[src/source/mul_macros.svh]
`ifndef MUL_MACROS_SVH
`define MUL_MACROS_SVH

// operand width of rs1 and rs2
`define MUL_XLEN 32

// full product width, also the width of every tree row
`define MUL_PROD_W 64

// radix-4 booth rows for a 32-bit operand plus two extension bits
`define MUL_PP_ROWS 17

// rows left after the 5-2 and 4-2 first level
`define MUL_L1_ROWS 8

`endif
[src/source/mul_pkg.sv]
`include "mul_macros.svh"

package mul_pkg;

  // operands with their signedness flags
  typedef struct packed {
    logic [`MUL_XLEN-1:0] rs1_data;
    logic [`MUL_XLEN-1:0] rs2_data;
    logic                 rs1_signed;
    logic                 rs2_signed;
  } mul_req_t;

  // one row of the reduction tree
  typedef logic [`MUL_PROD_W-1:0] pp_row_t;

  // all booth partial products, row 0 at the bottom
  typedef pp_row_t [`MUL_PP_ROWS-1:0] pp_first_t;

  // sequencing states of the controller
  typedef enum logic [2:0] {
    MUL_IDLE,
    MUL_STEP1,
    MUL_STEP2,
    MUL_STEP3,
    MUL_STEP4
  } mul_state_e;

endpackage

[src/source/wallace_stage_first.sv]
`include "mul_macros.svh"

module wallace_stage_first (
  input  logic                                  clk,
  input  logic                                  rst,
  input  mul_pkg::pp_first_t                    pp_i,
  output mul_pkg::pp_row_t [`MUL_L1_ROWS-1:0]   rows_o
);

  localparam int W       = `MUL_PROD_W;
  localparam int N42     = (`MUL_PP_ROWS - 5) / 4;

  mul_pkg::pp_first_t pp_q;

  // pipeline register in front of the first level
  always_ff @(posedge clk) begin
    if (rst) begin
      pp_q <= '0;
    end else begin
      pp_q <= pp_i;
    end
  end

  // rows 0..4 through one 5-2 row
  logic [W:0]       c52_chain0;
  logic [W:0]       c52_chain1;
  mul_pkg::pp_row_t sum52;
  mul_pkg::pp_row_t carry52;

  assign c52_chain0[0] = 1'b0;
  assign c52_chain1[0] = 1'b0;

  for (genvar b = 0; b < W; b++) begin : g_c52
    compressor_52 u_c52 (
      .x0_i    (pp_q[0][b]),
      .x1_i    (pp_q[1][b]),
      .x2_i    (pp_q[2][b]),
      .x3_i    (pp_q[3][b]),
      .x4_i    (pp_q[4][b]),
      .cin0_i  (c52_chain0[b]),
      .cin1_i  (c52_chain1[b]),
      .cout0_o (c52_chain0[b+1]),
      .cout1_o (c52_chain1[b+1]),
      .sum_o   (sum52[b]),
      .carry_o (carry52[b])
    );
  end

  assign rows_o[0] = sum52;
  assign rows_o[4] = {carry52[W-2:0], 1'b0};

  // rows 5..16 in groups of four
  for (genvar g = 0; g < N42; g++) begin : g_row42
    logic [W:0]       chain;
    mul_pkg::pp_row_t sum_row;
    mul_pkg::pp_row_t carry_row;

    assign chain[0] = 1'b0;

    for (genvar b = 0; b < W; b++) begin : g_bit
      compressor_42 u_c42 (
        .x0_i    (pp_q[5 + 4*g][b]),
        .x1_i    (pp_q[6 + 4*g][b]),
        .x2_i    (pp_q[7 + 4*g][b]),
        .x3_i    (pp_q[8 + 4*g][b]),
        .ci_i    (chain[b]),
        .sum_o   (sum_row[b]),
        .co_o    (chain[b+1]),
        .carry_o (carry_row[b])
      );
    end

    // top lateral carry is beyond the product width
    assign rows_o[1 + g] = sum_row;
    assign rows_o[5 + g] = {carry_row[W-2:0], 1'b0};
  end

endmodule

[src/source/compressor_52.sv]
module compressor_52 (
  input  logic x0_i,
  input  logic x1_i,
  input  logic x2_i,
  input  logic x3_i,
  input  logic x4_i,
  input  logic cin0_i,
  input  logic cin1_i,
  output logic cout0_o,
  output logic cout1_o,
  output logic sum_o,
  output logic carry_o
);

  logic s1;
  logic s2;

  // three direct inputs
  assign s1      = x0_i ^ x1_i ^ x2_i;
  assign cout0_o = (x0_i & x1_i) | (x0_i & x2_i) | (x1_i & x2_i);

  // remaining two inputs with the first partial sum
  assign s2      = s1 ^ x3_i ^ x4_i;
  assign cout1_o = (s1 & x3_i) | (s1 & x4_i) | (x3_i & x4_i);

  // lateral carries from the bit below
  assign sum_o   = s2 ^ cin0_i ^ cin1_i;
  assign carry_o = (s2 & cin0_i) | (s2 & cin1_i) | (cin0_i & cin1_i);

endmodule

[src/source/compressor_42.sv]
module compressor_42 (
  input  logic x0_i,
  input  logic x1_i,
  input  logic x2_i,
  input  logic x3_i,
  input  logic ci_i,
  output logic sum_o,
  output logic co_o,
  output logic carry_o
);

  logic s1;

  // first full adder, its carry goes sideways to the next bit
  assign s1   = x0_i ^ x1_i ^ x2_i;
  assign co_o = (x0_i & x1_i) | (x0_i & x2_i) | (x1_i & x2_i);

  // second full adder folds in x3 and the lateral carry
  assign sum_o   = s1 ^ x3_i ^ ci_i;
  assign carry_o = (s1 & x3_i) | (s1 & ci_i) | (x3_i & ci_i);

endmodule

[config.mk]
export PLATFORM = sky130hd
export DESIGN_NAME = wallace_stage_first
export DESIGN_NICKNAME = d
export VERILOG_FILES = /design/src/source/mul_pkg.sv /design/src/source/wallace_stage_first.sv /design/src/source/compressor_52.sv /design/src/source/compressor_42.sv
export VERILOG_INCLUDE_DIRS = /design/src /design/src/source
export SDC_FILE = /design/constraint.sdc
export NUM_CORES = 2
export LEC_CHECK = 0
export BUFFER_PORTS_ARGS = -buffer_cell sky130_fd_sc_hd__buf_2
export CAP_MARGIN = 0
export CORE_AREA = 4 4 627 629
export CTS_BUF_LIST = sky130_fd_sc_hd__clkbuf_16
export CTS_CLUSTER_SIZE = 14
export DETAILED_ROUTE_END_ITERATION = 7
export DIE_AREA = 0 0 631 633
export SYNTH_ARGS = -nofsm -noshare
export SYNTH_HDL_FRONTEND = slang
export SYNTH_SLANG_ARGS = --single-unit
[constraint.sdc]
create_clock -name clk -period 4.6 [get_ports clk]
set_input_delay 0.23 -clock clk [delete_from_list [all_inputs] [get_ports clk]]
set_output_delay 0.23 -clock clk [all_outputs]
set_load 0.02 [all_outputs]
* Word-level counts from Yosys, hierarchy flattened
Index checks and enable logic that the tools add are counted.
Storage, ports and cells: input bits 1090, logic and storage cells 3982, flip-flop bits (word level) 1088, output and inout bits 512
Operators by class: bitwise logic cells 3965
Operators with widths (number):
- 1-bit bitwise AND | 1692
- 1-bit XOR | 1147
- 1-bit OR | 1126

* Longest topological paths before layout
word-level depth 8, gate-level depth with buffers 5, depth with buffers taken out 4

* Cells and area by module
Synthesis repeated with hierarchy kept, for this count alone.
Second synthesis, totals: cell total of the unflattened synthesis 5306, area total of the unflattened synthesis 51445.6 µm²
Modules (own cells, without submodules):
- wallace_stage_first | times used 1, area each 31746.7 µm², cells an instance 2554, sequential area each 21780.9 µm²
- compressor_42 | times used 192, area each 70.1 µm², cells an instance 10, sequential area each 0.0 µm²
- compressor_52 | times used 64, area each 97.6 µm², cells an instance 13, sequential area each 0.0 µm²

* Worst setup path after synthesis
OpenSTA, ideal clock, no wires.
path kind register -> output, start register pp_q[138] (netlist bit), end output rows_o[10] (netlist bit), cell stages (with the launch flop) 5, slack 2.503 ns, arrival 1.867 ns, data required time 4.370 ns, path buffers 1, path through dfxtp_1 > fa_1 > fa_1 > fa_1 > buf_4
On the way: longest elaborated chain between the ends 5
Ends and longest elaborated chain:
- from (decl) | line wallace_stage_first.sv:13 | mul_pkg::pp_first_t pp_q;
- from (signal assigned) | line wallace_stage_first.sv:20 | pp_q <= pp_i;
- 1-bit XOR | line compressor_52.sv:19 | assign s1 = x0_i ^ x1_i ^ x2_i;
- 1-bit XOR (2 in a row) | line compressor_52.sv:23 | assign s2 = s1 ^ x3_i ^ x4_i;
- 1-bit XOR (2 in a row) | line compressor_52.sv:27 | assign sum_o = s2 ^ cin0_i ^ cin1_i;
- to (decl) | line wallace_stage_first.sv:7 | output mul_pkg::pp_row_t [`MUL_L1_ROWS-1:0] rows_o
No other way between the ends.

==> summary.txt <==
Outcome
  – Status: complete, no violations

Global route
  – Global route overflow: 0
  – Met1 Track Usage GR: about 17%
  – Gr usage total: ~16%
  – GR Util met2: a little over a quarter
  – Vias in the first global route: approximately 37k
  – Pin count of the biggest net entering global routing: between 100 and 150
  – First-pass GRT wire length: 403000 microns
  – GR Util met3: 7.89%
  – GR peak layer: met2
  – Initial antenna violation count: ~170

Placed design
  – Placed wire-length estimate: 284000 microns
  – Buffers on Ports: about 1.6k
  – Dpl cells: 9576
  – Gpl congestion: just under 1
  – Pre-CTS WS: 1980 ps

Clocking
  – CTS sink cnt: 1088
  – # resized after CTS: 0
  – CTS Root Cell: clkbuf_16
  – CTS tree: built
  – Clk buf depth: 4
  – Worst-path clk slew: 60 ps
  – H-tree depth: 4
  – Clock buffer count from CTS: ~140

Floorplan
  – Starting Density: a little under an eighth
  – Die height: approximately 630 microns
  – Die width: roughly 630 microns
  – I/O Pins: about 1.6k
  – Site Rows: 229
  – Core area: around 390000 sq um
  – Die Footprint: ~400000 sq um

Timing
  – Max Clk Rate: approximately 290 MHz
  – Setup-failing EPs final: 0
  – Tmin final: 3460 ps
  – Final Max Tran Viols: 0
  – RSZ-0062 raised after global routing: no
  – Fin crit share: between 70% and 80%
  – Setup TNS: 0 ps
  – Final Hold Viols: 0
  – Max_slew headroom: roughly 30%
  – Final worst setup slack: 1140 ps
  – Worst slew pin tran: approximately 1000 ps

Synth
  – Sequential element share of the synthesized area: between 40% and 50%
  – Ys Warns: 0
  – Syn Inst Count: 3389
  – Yosys top cell area share: about half
  – Syn_area_per_cell: 13.2 sq um
  – Ranking of synthesized cells by area: dfxtp_1 (49%), fa_1 (25%), nor2b_1 (15%), buf_4 (8.6%), buf_6 (1.1%)
  – Yosys cell types: 12
  – Flops & latches, synth: roughly 1.1k
  – Post-Syn Area: 44800 sq um
  – Cell taking the most area after synthesis: dfxtp_1

Drt
  – 1st-iter DRT viols: approximately 1.8k
  – Number of vias after detailed routing: 33.7k
  – DR pass1 iterations: 5
  – DRC viols: 0
  – Average wire per standard cell: between 20 and 30 microns
  – DR vias/cell: 3.05
  – Detail Route Antenna Nets: 0
  – Total Routed Length: about 330000 microns

Finish
  – P&R area growth vs syn: 58.4%
  – Max reg flops: ~1.1k
  – Post-Route Utilization: ~18%
  – Filler instances: between 40k and 50k
  – Finished Layout Cells: approximately 11k
  – Most frequent cells in the layout: buf_2 (1595), dlygate4sd3_1 (1135), nor2b_1 (1088), dfxtp_1 (1088), fa_1 (563)
  – Most common cell after layout, fill and taps aside: buf_2
  – # nets final: about 7.3k
  – Share of cells above drive strength 1: 31.7%
  – Largest Register: pp_q
  – Largest registers: pp_q (1088)

Pwr
  – Power density over the cells: roughly 410 nW/um^2
  – Worst-case vdd ir drop: between 300 and 400 uV
  – Static leakage: between 30 and 40 nW

Critical path
  – Top delay family on crit path: adder cells
  – Most common cell on crit path: fa_1
  – Buffers and inverters on the worst path: 1
  – Worst Path Max Fanout: 1
  – Critical path origin: pp_q[181]
  – Worst path slowest cell: fa_1
  – Worst Path Required: 4370 ps
  – Number of stages on the worst setup path: 4
  – Crit path DAT: 3230 ps
  – Worst setup EP type: primary output
  – Startpoint types: flop
  – Cell Chain, Critical Path: fa_1, fa_1, fa_1, buf_2
  – CP Class: flop to primary output
  – Critical Path Sink: rows_o[53]
  – Max incr delay on CP: between 700 and 800 ps

Run
  – Max Cap Violations: 0

Hold path
  – Hold path cells: 3
  – Worst Hold Class: input pin to flop
## final cells by class
class                           instances  area [sq um]  share of cell area (%)
Tap cell                             5197          6500                    9.17
Clock buffer                          142          3550                    5.01
Multi-Input combinational cell       1672         18300                    25.8
Antenna cell                          118           295                   0.416
Sequential cell                      1088         21800                    30.7
Clock inverter                        104           910                    1.28
Timing Repair Buffer                 2754         19600                    27.6
## report_power, final
group	switching, mW	internal (mW)	total [mW]	leakage, nW
logic	5.36	2.64	7.99	19.1
registers	0.350	9.94	10.3	9.07
clock network	4.66	6.34	11.0	2.25
## worst min-delay path by stage
stage / start / to / slack [ps]
2_1_floorplan: pp_i[1000] / pp_q[1000] / 360
3_3_place_gp: pp_i[952] / pp_q[952] / 440
3_5_place_dp: pp_i[353] / pp_q[353] / 440
4_1_cts: pp_i[734] / pp_q[734] / 30
5_1_grt: rst / pp_q[866] / 90
6_report: pp_i[57] / pp_q[57] / 160
## per-stage QoR
| stage | area, sq um | power, mW | hold slack [ps] |
|---|---|---|---|
| detailed placement | 54800 | 17.8 | 442 |
| CTS | 70700 | 30.0 | 26.9 |
| floorplan | 44800 | 14.4 | 358 |
| global route | 70800 | 30.6 | 85.1 |
| finish | 70900 | 29.3 | 160 |
| global placement | 54800 | 17.7 | 439 |
## timing repair
action | CTS | global route
hold endpoints to repair | 1088 | 0
buffers inserted | 0 | 0
hold buffers | 1135 | 0
## cells in the mapped netlist
cell type,n
dfxtp_1,1088
nor2b_1,1088
fa_1,563
buf_4,515
buf_2,58
buf_6,45
clkbuf_1,15
xnor2_1,5
xnor3_1,5
ha_1,3
xor2_1,3
conb_1,1
## layer usage
metal	part of all wire (%)	wire length, microns
met4	5.9	19200
met1	35	116000
met2	47	153000
met5	0.15	481
met3	12	37700
## kinds of logic (layout without fill, tap and decap cells)
kind of cell  after synthesis  after routing  synth area share (%)
xor+xnor                   13             13                 0.408
flops                    1088           1088                  48.6
other cells                 1            123               0.00837
buf+inv                   633           3000                  10.5
fa+ha+maj                 566            566                  25.2
simple gates             1088           1088                  15.2
No activity file was read; power rests on OpenSTA's default activity.
