==> config.mk <==
export PLATFORM = sky130hd
export DESIGN_NAME = mul_ctrl
export DESIGN_NICKNAME = d
export VERILOG_FILES = /design/src/source/mul_pkg.sv /design/src/source/mul_ctrl.sv
export VERILOG_INCLUDE_DIRS = /design/src /design/src/source
export SDC_FILE = /design/constraint.sdc
export NUM_CORES = 1
export LEC_CHECK = 0
export ABC_CLOCK_PERIOD_IN_PS = 4110
export BUFFER_PORTS_ARGS = -buffer_cell sky130_fd_sc_hd__buf_4
export CORE_MARGIN = 4
export CORE_UTILIZATION = 50
export CTS_BUF_LIST = sky130_fd_sc_hd__clkbuf_8
export DETAILED_ROUTE_END_ITERATION = 12
export PLACE_DENSITY = 0.83
export SLEW_MARGIN = 20
export SYNTH_ARGS = -nofsm -noshare
export SYNTH_HDL_FRONTEND = slang
export SYNTH_SLANG_ARGS = --single-unit
==> constraint.sdc <==
create_clock -name clk -period 4.11 [get_ports clk]
set_input_delay 0.2055 -clock clk [delete_from_list [all_inputs] [get_ports clk]]
set_output_delay 0.2055 -clock clk [all_outputs]
set_load 0.005 [all_outputs]
==> src/source/mul_macros.svh <==
`ifndef MUL_MACROS_SVH
`define MUL_MACROS_SVH

// operand width of rs1 and rs2
`define MUL_XLEN 32

// full product width, also the width of every tree row
`define MUL_PROD_W 64

// radix-4 booth rows for a 32-bit operand plus two extension bits
`define MUL_PP_ROWS 17

// rows left after the 5-2 and 4-2 first level
`define MUL_L1_ROWS 8

`endif
==> src/source/mul_pkg.sv <==
`include "mul_macros.svh"

package mul_pkg;

  // operands with their signedness flags
  typedef struct packed {
    logic [`MUL_XLEN-1:0] rs1_data;
    logic [`MUL_XLEN-1:0] rs2_data;
    logic                 rs1_signed;
    logic                 rs2_signed;
  } mul_req_t;

  // one row of the reduction tree
  typedef logic [`MUL_PROD_W-1:0] pp_row_t;

  // all booth partial products, row 0 at the bottom
  typedef pp_row_t [`MUL_PP_ROWS-1:0] pp_first_t;

  // sequencing states of the controller
  typedef enum logic [2:0] {
    MUL_IDLE,
    MUL_STEP1,
    MUL_STEP2,
    MUL_STEP3,
    MUL_STEP4
  } mul_state_e;

endpackage

==> src/source/mul_ctrl.sv <==
module mul_ctrl (
  input  logic                        clk,
  input  logic                        rst,
  input  logic                        valid_i,
  input  mul_pkg::pp_row_t [1:0]      rows_i,
  output logic                        ready_o,
  output mul_pkg::pp_row_t            product_o
);

  mul_pkg::mul_state_e state_q;
  mul_pkg::pp_row_t    final_sum;

  // carry row arrives already shifted from the last stage
  assign final_sum = rows_i[0] + rows_i[1];

  always_ff @(posedge clk) begin
    if (rst) begin
      state_q   <= mul_pkg::MUL_IDLE;
      ready_o   <= 1'b0;
      product_o <= '0;
    end else begin
      // pulse only, dropped unless set below
      ready_o <= 1'b0;
      if (!valid_i) begin
        // abandon whatever was in flight
        state_q   <= mul_pkg::MUL_IDLE;
        product_o <= '0;
      end else begin
        case (state_q)
          mul_pkg::MUL_IDLE:  state_q <= mul_pkg::MUL_STEP1;
          mul_pkg::MUL_STEP1: state_q <= mul_pkg::MUL_STEP2;
          mul_pkg::MUL_STEP2: state_q <= mul_pkg::MUL_STEP3;
          mul_pkg::MUL_STEP3: state_q <= mul_pkg::MUL_STEP4;
          mul_pkg::MUL_STEP4: begin
            state_q   <= mul_pkg::MUL_IDLE;
            product_o <= final_sum;
            ready_o   <= 1'b1;
          end
          default: state_q <= mul_pkg::MUL_IDLE;
        endcase
      end
    end
  end

  a_ready_single : assert property (
    @(posedge clk) disable iff (rst) ready_o |=> !ready_o
  );

  // ready only follows a completed step 4
  a_ready_after_step4 : assert property (
    @(posedge clk) disable iff (rst)
    ready_o |-> $past(state_q == mul_pkg::MUL_STEP4 && valid_i)
  );

  a_abort_clears : assert property (
    @(posedge clk) disable iff (rst) !valid_i |=> (product_o == '0)
  );

endmodule

# --- Yosys cells after proc, flatten, opt, wreduce, memory -nomap -nowiden ---
# Index checks and enable logic that the tools add are counted.
op_classes:
  addsub: 1
  n_eq_ne: 4
  n_mux: 2
  bitwise: 1
  reduce_logical: 2
op_table:
  columns: ["operator", "n"]
  rows:
  - ["64-bit adder", 1]
  - ["3-bit case mux with 4 select lines", 1]
  - ["3-bit by 2-bit equality test with 1-bit output (second input constant)", 2]
  - ["3-bit by 1-bit equality test with 1-bit output (second input constant)", 1]
  - ["3-bit equality test (second input constant)", 1]
  - ["3-bit zero test", 1]
  - ["2-bit OR reduction", 1]
  - ["1-bit 2-to-1 mux", 1]
  - ["1-bit NOT", 1]
word_totals:
  reg_bits: 68
  inputBits: 131

# --- Depth between registers and ports, before layout ---
# Gate-level depths: netlist of run 1.
depth:
  ltp_word: 2
  depth_mapped: 12
  depth_no_buf: 12

# --- Worst setup path before layout of run 1 ---
# OpenSTA, ideal clock, no wires.
synth_path:
  path_type: "input to register"
  start: "in rows_i[0] (netlist name)"
  end: "reg product_o[56]"
  t_arrival_ns: 2.810
  t_required_ns: 3.976
  slack_ns: 1.166
  stages: 12
  path_buffers: 0
  path_cell_list: "ha_1 > fa_1 > a21o_1 > a221oi_2 > nor2_2 > a2111oi_4 > o22ai_2 > o2111a_1 > o2111ai_2 > and2_1 > mux2i_1 > o32ai_1"
synth_via:
  elab_chain_len: 1
synth_rtl:
  columns: ["element", "line_no", "rtl"]
  rows:
  - ["start, declared", "mul_ctrl.sv:5", "input mul_pkg::pp_row_t [1:0] rows_i,"]
  - ["64-bit adder", "mul_ctrl.sv:14", "assign final_sum = rows_i[0] + rows_i[1];"]
  - ["end signal, assigned", "mul_ctrl.sv:36", "product_o <= final_sum;"]
  - ["end, declared", "mul_ctrl.sv:7", "output mul_pkg::pp_row_t product_o"]
# Every way passes these cells.
# A chain may end at the register's enable or synchronous reset.

# --- Worst setup path after layout of run 1 ---
# Same ends and word-level chain as after synthesis.

==> metrics.csv, run 1 <==
metric,value,unit
status,"complete, no violations",
clk sinks,68,
crit-path cells,"buf_4, ha_1, fa_1, a21o_1, a221oi_2, nor2_2, a2111oi_4, o22ai_2, o2111a_1, o2111ai_2, and2_1, mux2i_1, o32ai_1",
Power Total,0.00196,W
GRT overflow,0,
largest net degree at the start of global routing,55,
drt initial violations,478,
WL per Instance,16.3,µm
Final setup viols,0,
CP Max Fanout,3,
Yosys warnings,0,
Clock H-tree levels,3,
slew margin rel.,0.309,
"commonest non-fill, non-tap cell in the layout",buf_4,
CTS Buf Count,9,
DR DRC count,0,
Non-Filler Instances,1118,
required time of the critical path,4.29,ns
Post-synth EDFFs,0,
layout cells sized above 1,0.243,
Met2 Wirelength,8430,µm
Global Route Usage Sum,0.260,
Crit-path slowest cell,a2111oi_4,
post-synthesis sequential area ratio,0.229,
max_cap viols,0,
max layer used,met4,
CP max stage delay,0.50,ns
Worst setup SP type,input port,
Post-CTS Hold Buffers,0,
syn nets,998,
IO Port Bufs,195,
Slew @ Worst Pin,1.03,ns
DR vias/cell,5.86,
CP Class,input port to register,
Post-DRT Antenna Nets,0,
IO Pins,196,
M1 WL,8110,µm
diode count,0,
Worst Hold Class,input port to register,
final wirelength,18200,µm
HPWL after detailed placement,14300,µm
vias in the first global route,6198,
initial antenna violation count,0,
Final nets,1165,
RSZ-0062 raised after global routing,no,
clk root buf,clkbuf_8,
crit path DAT,3.31,ns
Placed Cells,1102,
Post-CTS Setup Bufs,0,
final period utilization,0.760,
Register Area,0.00136,mm²
later-pin clock latency in the skew report,0.34,ns
"FFs w/ async S/R, synth",0,
crit end category,register,
clock buffer depth,2,
fin crit period,3.12,ns
Multi-input gate area,0.00438,mm²
Area Overhead vs Synth,28.7,%
Max VDD drop,0.180,mV
CTS tree,done,
die height,117,µm
P per Cell Area,255,mW/mm²
Vias,6556,
detailed-router iteration count before antenna repair,4,
"CTS clk-pin slew, worst paths",0.09,ns
Fin Clk Skew,0.0199,ns
Final Util,0.665,
Core Box Area,0.0115,mm²
"Primary FF master, synth",dfxtp_1,
fmax,0.320,GHz
# rows,39,
# fillers,1049,
first-pass GRT wire length,29100,µm
Leak Pwr,3.38,nW
Synth Instances,803,
die extent in x,117,µm
die area,0.0137,mm²
GPL Wtd Cong,0.956,
Post-CTS Resized,0,
"Hold Vio Cnt, Final",0,
Synth cell types,70,
setup TNS,0,ns
hold slack,0.239,ns
Starting Density,0.517,
syn avg cell area,7.41,µm²
flip-flop and latch count after synthesis,68,
"Cell Area, Synth",0.00595,mm²
Pins Over Slew Limit,0,
WL met3,1360,µm
"leading cell types in the layout, fill and taps excluded","199 x buf_4, 146 x nand2_1, 113 x a21oi_1, 68 x dfxtp_1, 63 x ha_1",
-- metrics by stage --
stage	setup slack (ns)	area (µm²)
finish	0.986	7660
CTS	0.983	7660
detailed placement	0.647	7470
global placement	0.780	7470
global route	0.795	7660
floorplan	1.17	5950
-- logic make-up (layout without fill, tap and decap cells) --
logic type,Yosys count,count (layout),share of synthesized area
DFF,68,68,0.229
buffers and inverters,58,230,0.0368
AOI/OAI and AO/OA,275,275,0.307
xor gates and xnor gates,51,51,0.0750
and+or+nand+nor,285,285,0.214
muxes,2,2,0.00336
adders and majority gates,64,64,0.136
-- critical path, delay by kind of cell --
family,cells,cell delay [ns]
compound gates,7,1.82
simple gates,2,0.32
mux,1,0.20
fa+ha+maj,2,0.63
buf+inv,1,0.11
-- metal layers --
layer / vias up / global-route usage
li1: 3252 / -
met2: 270 / 0.429
met1: 3007 / 0.362
met3: 27 / 0.0339
met5: - / 0
met4: 0 / 0.0665
-- where the power goes --
group          switching [W]  internal [W]  total (W)  leakage (nW)
Sequential        0.00000130      0.000660   0.000661         0.548
Clock               0.000282      0.000277   0.000559        0.0910
Combinational       0.000406      0.000331   0.000736          2.74
-- path summary, 6_finish.rpt --
path	start	to	slack, ns	depth (start not counted)
worst min register to register	product_o[4]	product_o[4]	0.45	2
worst max register to register	state_q[0]	product_o[57]	2.07	5
worst min-delay path	rows_i[64]	product_o[0]	0.24	4
worst max-delay path	rows_i[0]	product_o[56]	0.99	13
-- registers in the layout (all words and copies together), names as in the netlist --
name,cells
state_q,3
ready_o,1
product_o,64
-- synthesized netlist by cell type, types with 3 or more instances --
master | count | area [µm²]
nand2_1 | 147 | 552
a21oi_1 | 113 | 566
dfxtp_1 | 68 | 1360
ha_1 | 63 | 788
nor2_1 | 52 | 195
o21ai_0 | 39 | 195
clkbuf_1 | 36 | 135
xnor2_1 | 33 | 289
a21o_1 | 26 | 195
nand3_1 | 20 | 100
nand4_1 | 19 | 119
xor2_1 | 18 | 158
inv_1 | 14 | 52.6
a211oi_1 | 11 | 82.6
o21a_1 | 9 | 67.6
o21bai_1 | 9 | 67.6
nor3_1 | 8 | 40.0
o211ai_1 | 8 | 60.1
a31oi_1 | 6 | 37.5
and3_1 | 6 | 37.5
buf_1 | 6 | 22.5
nor2b_1 | 6 | 37.5
a221o_1 | 5 | 50.1
and2_1 | 5 | 31.3
o31ai_1 | 5 | 37.5
a22o_1 | 4 | 35.0
nand2b_1 | 4 | 25.0
nor4_1 | 4 | 25.0
or3_1 | 4 | 25.0
o2111a_1 | 3 | 33.8
o21ai_1 | 3 | 15.0
-- cell type report --
class	instances	share of cell area
timing repair buffer	199	0.195
clock buffer	9	0.0162
tap	143	0.0234
inverter	15	0.00735
multi-input combinational	677	0.572
sequential	68	0.178
clock inverter	7	0.00882
(Power assumes the default switching activity.)
==> inputs of run 2 (changes only) <==
--- a/config.mk
+++ b/config.mk
@@ -6,13 +6,14 @@
 export SDC_FILE = /design/constraint.sdc
 export NUM_CORES = 1
 export LEC_CHECK = 0
-export ABC_CLOCK_PERIOD_IN_PS = 4110
+export ABC_AREA = 1
+export ABC_CLOCK_PERIOD_IN_PS = 3000
 export BUFFER_PORTS_ARGS = -buffer_cell sky130_fd_sc_hd__buf_4
 export CORE_MARGIN = 4
 export CORE_UTILIZATION = 50
 export CTS_BUF_LIST = sky130_fd_sc_hd__clkbuf_8
 export DETAILED_ROUTE_END_ITERATION = 12
-export PLACE_DENSITY = 0.83
+export PLACE_DENSITY = 0.79
 export SLEW_MARGIN = 20
 export SYNTH_ARGS = -nofsm -noshare
 export SYNTH_HDL_FRONTEND = slang
==> constraint.sdc (replaced) <==
create_clock -name clk -period 3 [get_ports clk]
set_input_delay 0.15 -clock clk [delete_from_list [all_inputs] [get_ports clk]]
set_output_delay 0.15 -clock clk [all_outputs]
set_load 0.005 [all_outputs]
==> run 2 against run 1 <==
  * Non-clock buffer count decreased by 2
  * Register-to-register slack worse by 0.70 ns
  * Routed wire length increased by 73%
  * Sequential cell count stayed put
  * Combinational power is 86% higher
  * Global-route usage rose by 6.8 points
==> metrics.csv, run 2 <==
metric,value,unit,change
status,"complete, no violations",,unchanged
DR DRC count,0,,unchanged
Leak Pwr,6.43,nW,was 3.38 nW
proportion of power drawn by combinational gates,0.431,,was 0.376
clk sinks,68,,unchanged
Register Area,0.00136,mm²,unchanged
max reg flops,64,,unchanged
Crit-path slowest cell,fa_1,,was a2111oi_4
drt initial violations,988,,was 478
required time of the critical path,3.26,ns,was 4.29 ns
Max VDD drop,0.186,mV,was 0.180 mV
"CTS clk-pin slew, worst paths",0.08,ns,was 0.09 ns
Final setup viols,0,,unchanged
max_cap viols,0,,unchanged
"setup slack, reg-to-reg",1.37,ns,was 2.07 ns
biggest area consumer among synthesized cells,nand2_1,,was dfxtp_1
later-pin clock latency in the skew report,0.38,ns,was 0.34 ns
most frequent cell after synthesis,nand2_1,,unchanged
final wirelength,31400,µm,was 18200 µm
first-pass GRT wire length,47600,µm,was 29100 µm
worst r2r src,state_q[2],,was state_q[0]
Area Overhead vs Synth,22.8,%,was 28.7%
clock buffer depth,2,,unchanged
"leading cell types in the layout, fill and taps excluded","598 x nand2_1, 373 x inv_1, 208 x nor2_1, 196 x buf_4",,"was 199 x buf_4, 146 x nand2_1, 113 x a21oi_1, 68 x dfxtp_1, 63 x ha_1"
clk root buf,clkbuf_8,,unchanged
xor and xnor area share after synthesis,0.0294,,was 0.0750
post-synth top area share,0.269,,was 0.229
detailed-router iteration count before antenna repair,6,,was 4
CP Class,input port to register,,unchanged
Fin Clk Skew,0.0244,ns,was 0.0199 ns
IO Port Bufs,195,,unchanged
Placed Cells,2001,,was 1102
hold_sp,rows_i[64],,unchanged
Synth Area in Compound Gates,0.0657,,was 0.307
post-synthesis mux area share,0,,was 0.00336
Clock H-tree levels,3,,unchanged
CP Max Fanout,4,,was 3
Post-DRT Antenna Nets,0,,unchanged
worst reg-to-reg path cell count,6,,was 5
internal cell power,0.00184,W,was 0.00127 W
fmax,0.472,GHz,
crit-path cells,"buf_4, ha_1, fa_1, nand3_1, nand3_1, nand2_1, nand2_1, nand2_1, nand3_2, nand3_2, nand2_1, nand2_1, nand3_1, nand2_1, inv_1",,"was buf_4, ha_1, fa_1, a21o_1, a221oi_2, nor2_2, a2111oi_4, o22ai_2, o2111a_1, o2111ai_2, and2_1, mux2i_1, o32ai_1"
post-synthesis simple-gate area fraction,0.466,,was 0.214
Core Box Area,0.0161,mm²,was 0.0115 mm²
initial antenna violation count,0,,unchanged
# fillers,1679,,was 1049
worst hold path endpoint,product_o[0],,unchanged
Synth cell types,31,,was 70
HPWL after detailed placement,26900,µm,was 14300 µm
final period utilization,0.706,,
fin crit period,2.12,ns,
final worst setup slack,0.882,ns,was 0.986 ns
largest family of logic cells by synthesized area,simple AND/OR/NAND/NOR gates,,was compound AO/OA/AOI/OAI gates
Worst setup SP type,input port,,unchanged
Sw Ratio,0.418,,was 0.352
diode count,0,,unchanged
Post-synth EDFFs,0,,unchanged
Synth Instances,1607,,was 803
setup TNS,0,ns,unchanged
Synth Area in Adders,0.0968,,was 0.136
# rows,46,,was 39
top post-synthesis cells by count,"598 x nand2_1, 372 x inv_1, 208 x nor2_1, 68 x dfxtp_1, 68 x nand3_1",,"was 147 x nand2_1, 113 x a21oi_1, 68 x dfxtp_1, 63 x ha_1, 52 x nor2_1"
Global Route Usage Sum,0.329,,was 0.260
Worst Hold Class,input port to register,,unchanged
CP bufs+invs,2,,was 1
flip-flop and latch count after synthesis,68,,unchanged
"Hold Vio Cnt, Final",0,,unchanged
post-synthesis sequential area ratio,0.163,,was 0.229
CTS Buf Count,9,,unchanged
Post-CTS Resized,0,,unchanged
DR vias/cell,5.00,,was 5.86
Post-CTS Setup Bufs,0,,unchanged
GPL Wtd Cong,0.998,,was 0.956
P per Cell Area,309,mW/mm²,was 255 mW/mm²
crit path DAT,2.38,ns,was 3.31 ns
most frequent CP cell,nand2_1,,
Synth area leaders,"nand2_1 27%, inv_1 17%, dfxtp_1 16%",,"was dfxtp_1 23%, ha_1 13%, a21oi_1 9.5%"
"Cell Area, Synth",0.00835,mm²,was 0.00595 mm²
Non-Filler Instances,2017,,was 1118
crit end category,register,,unchanged
die extent in x,137,µm,was 117 µm
RSZ-0062 raised after global routing,no,,unchanged
die area,0.0188,mm²,was 0.0137 mm²
biggest regs,"product_o: 64 flops, state_q: 3 flops, ready_o: 1 flops",,unchanged
CP max stage delay,0.49,ns,was 0.50 ns
"commonest non-fill, non-tap cell in the layout",nand2_1,,was buf_4
slew margin rel.,0.446,,was 0.309
Yosys warnings,0,,unchanged
syn nets,1802,,was 998
"FFs w/ async S/R, synth",0,,unchanged
vias in the first global route,8935,,was 6198
Post-CTS Hold Buffers,0,,unchanged
"Primary FF master, synth",dfxtp_1,,unchanged
WL per Instance,15.6,µm,was 16.3 µm
largest net degree at the start of global routing,112,,was 55
Biggest register,product_o,,unchanged
GRT overflow,0,,unchanged
Switching Power,0.00133,W,was 0.000689 W
sequential power share,0.286,,was 0.338
Clock power frac,0.283,,was 0.286
hold path depth,4,,unchanged
CTS tree,done,,unchanged
CP top delay family,simple AND/OR/NAND/NOR gates,,was compound AO/OA/AOI/OAI gates
DP Worst Slack,0.610,ns,was 0.647 ns
IO Pins,196,,unchanged
Vias,10100,,was 6556
Multi-input gate area,0.00550,mm²,was 0.00438 mm²
Starting Density,0.518,,was 0.517
endpoint of the worst register-to-register path,product_o[50],,was product_o[57]
Slew @ Worst Pin,0.830,ns,was 1.03 ns
Pins Over Slew Limit,0,,unchanged
Final nets,1991,,was 1165
syn avg cell area,5.20,µm²,was 7.41 µm²
layout cells sized above 1,0.148,,was 0.243
die height,137,µm,was 117 µm
[run 2: cell types whose count changed after synthesis, moves of 9 or more]
| cell | delta |
|---|---|
| xnor2_1 | -18 |
| clkbuf_1 | -26 |
| a211oi_1 | -10 |
| inv_1 | +358 |
| nand3_1 | +48 |
| nand3_2 | +11 |
| nor2_2 | +14 |
| nand2_2 | +15 |
| nand2_1 | +451 |
| nor2_1 | +156 |
| o21a_1 | -9 |
| a21oi_1 | -61 |
| a21o_1 | -26 |
[run 2: worst max path at each step]
stage,slack [ns],end,cells past startpoint,start
after floorplan,1.18,product_o[32],12,rows_i[0]
after global placement,0.66,product_o[56],15,rows_i[0]
after detailed placement,0.61,product_o[56],15,rows_i[0]
after CTS,0.98,product_o[56],15,rows_i[0]
after global routing,0.76,product_o[56],15,rows_i[0]
final,0.88,product_o[56],15,rows_i[0]
[run 2: cell families (layout without fill, tap and decap cells)]
| family | after synthesis | after routing |
|---|---|---|
| xor+xnor | 28 | 28 |
| compound gates | 104 | 104 |
| simple gates | 946 | 946 |
| buf+inv | 397 | 591 |
| fa+ha+maj | 64 | 64 |
| flops | 68 | 68 |
[run 2: power by group through the flow]
stage               clock network (W)  logic [W]  registers (W)
floorplan                           0   0.000846       0.000927
global placement                    0    0.00131       0.000927
detailed placement                  0    0.00132       0.000927
CTS                          0.000894    0.00133       0.000906
global route                 0.000924    0.00151       0.000907
finish                       0.000897    0.00137       0.000906
[run 2: layout make-up]
class / count / area share
inverter: 378 / 0.138
clock buffer: 9 / 0.0121
timing repair buffer: 197 / 0.145
clock inverter: 7 / 0.00903
sequential: 68 / 0.133
tap: 216 / 0.0263
multi-input combinational: 1142 / 0.536
[run 2: stage by stage]
stage,power (W),hold WS [ns],instance area (µm²),utilization
after floorplan,0.00177,0.364,8350,-
after CTS,0.00313,0.125,10300,0.636
after global routing,0.00334,0.177,10300,0.636
after global placement,0.00224,0.429,10000,0.623
final,0.00317,0.132,10300,0.636
after detailed placement,0.00225,0.440,10000,0.623
[run 2: worst min-delay path, stage by stage]
cell and delay [ns]:
buf_4 0.08, ha_1 0.10, nor2_1 0.04, nor2_1 0.08
[run 2: layer usage]
layer | up-vias | wire length, µm | GRT usage
li1 | 5146 | - | -
met1 | 4411 | 14600 | 0.501
met2 | 490 | 12800 | 0.479
met3 | 43 | 3600 | 0.0606
met4 | 0 | 485 | 0.0687
met5 | - | 0 | 0
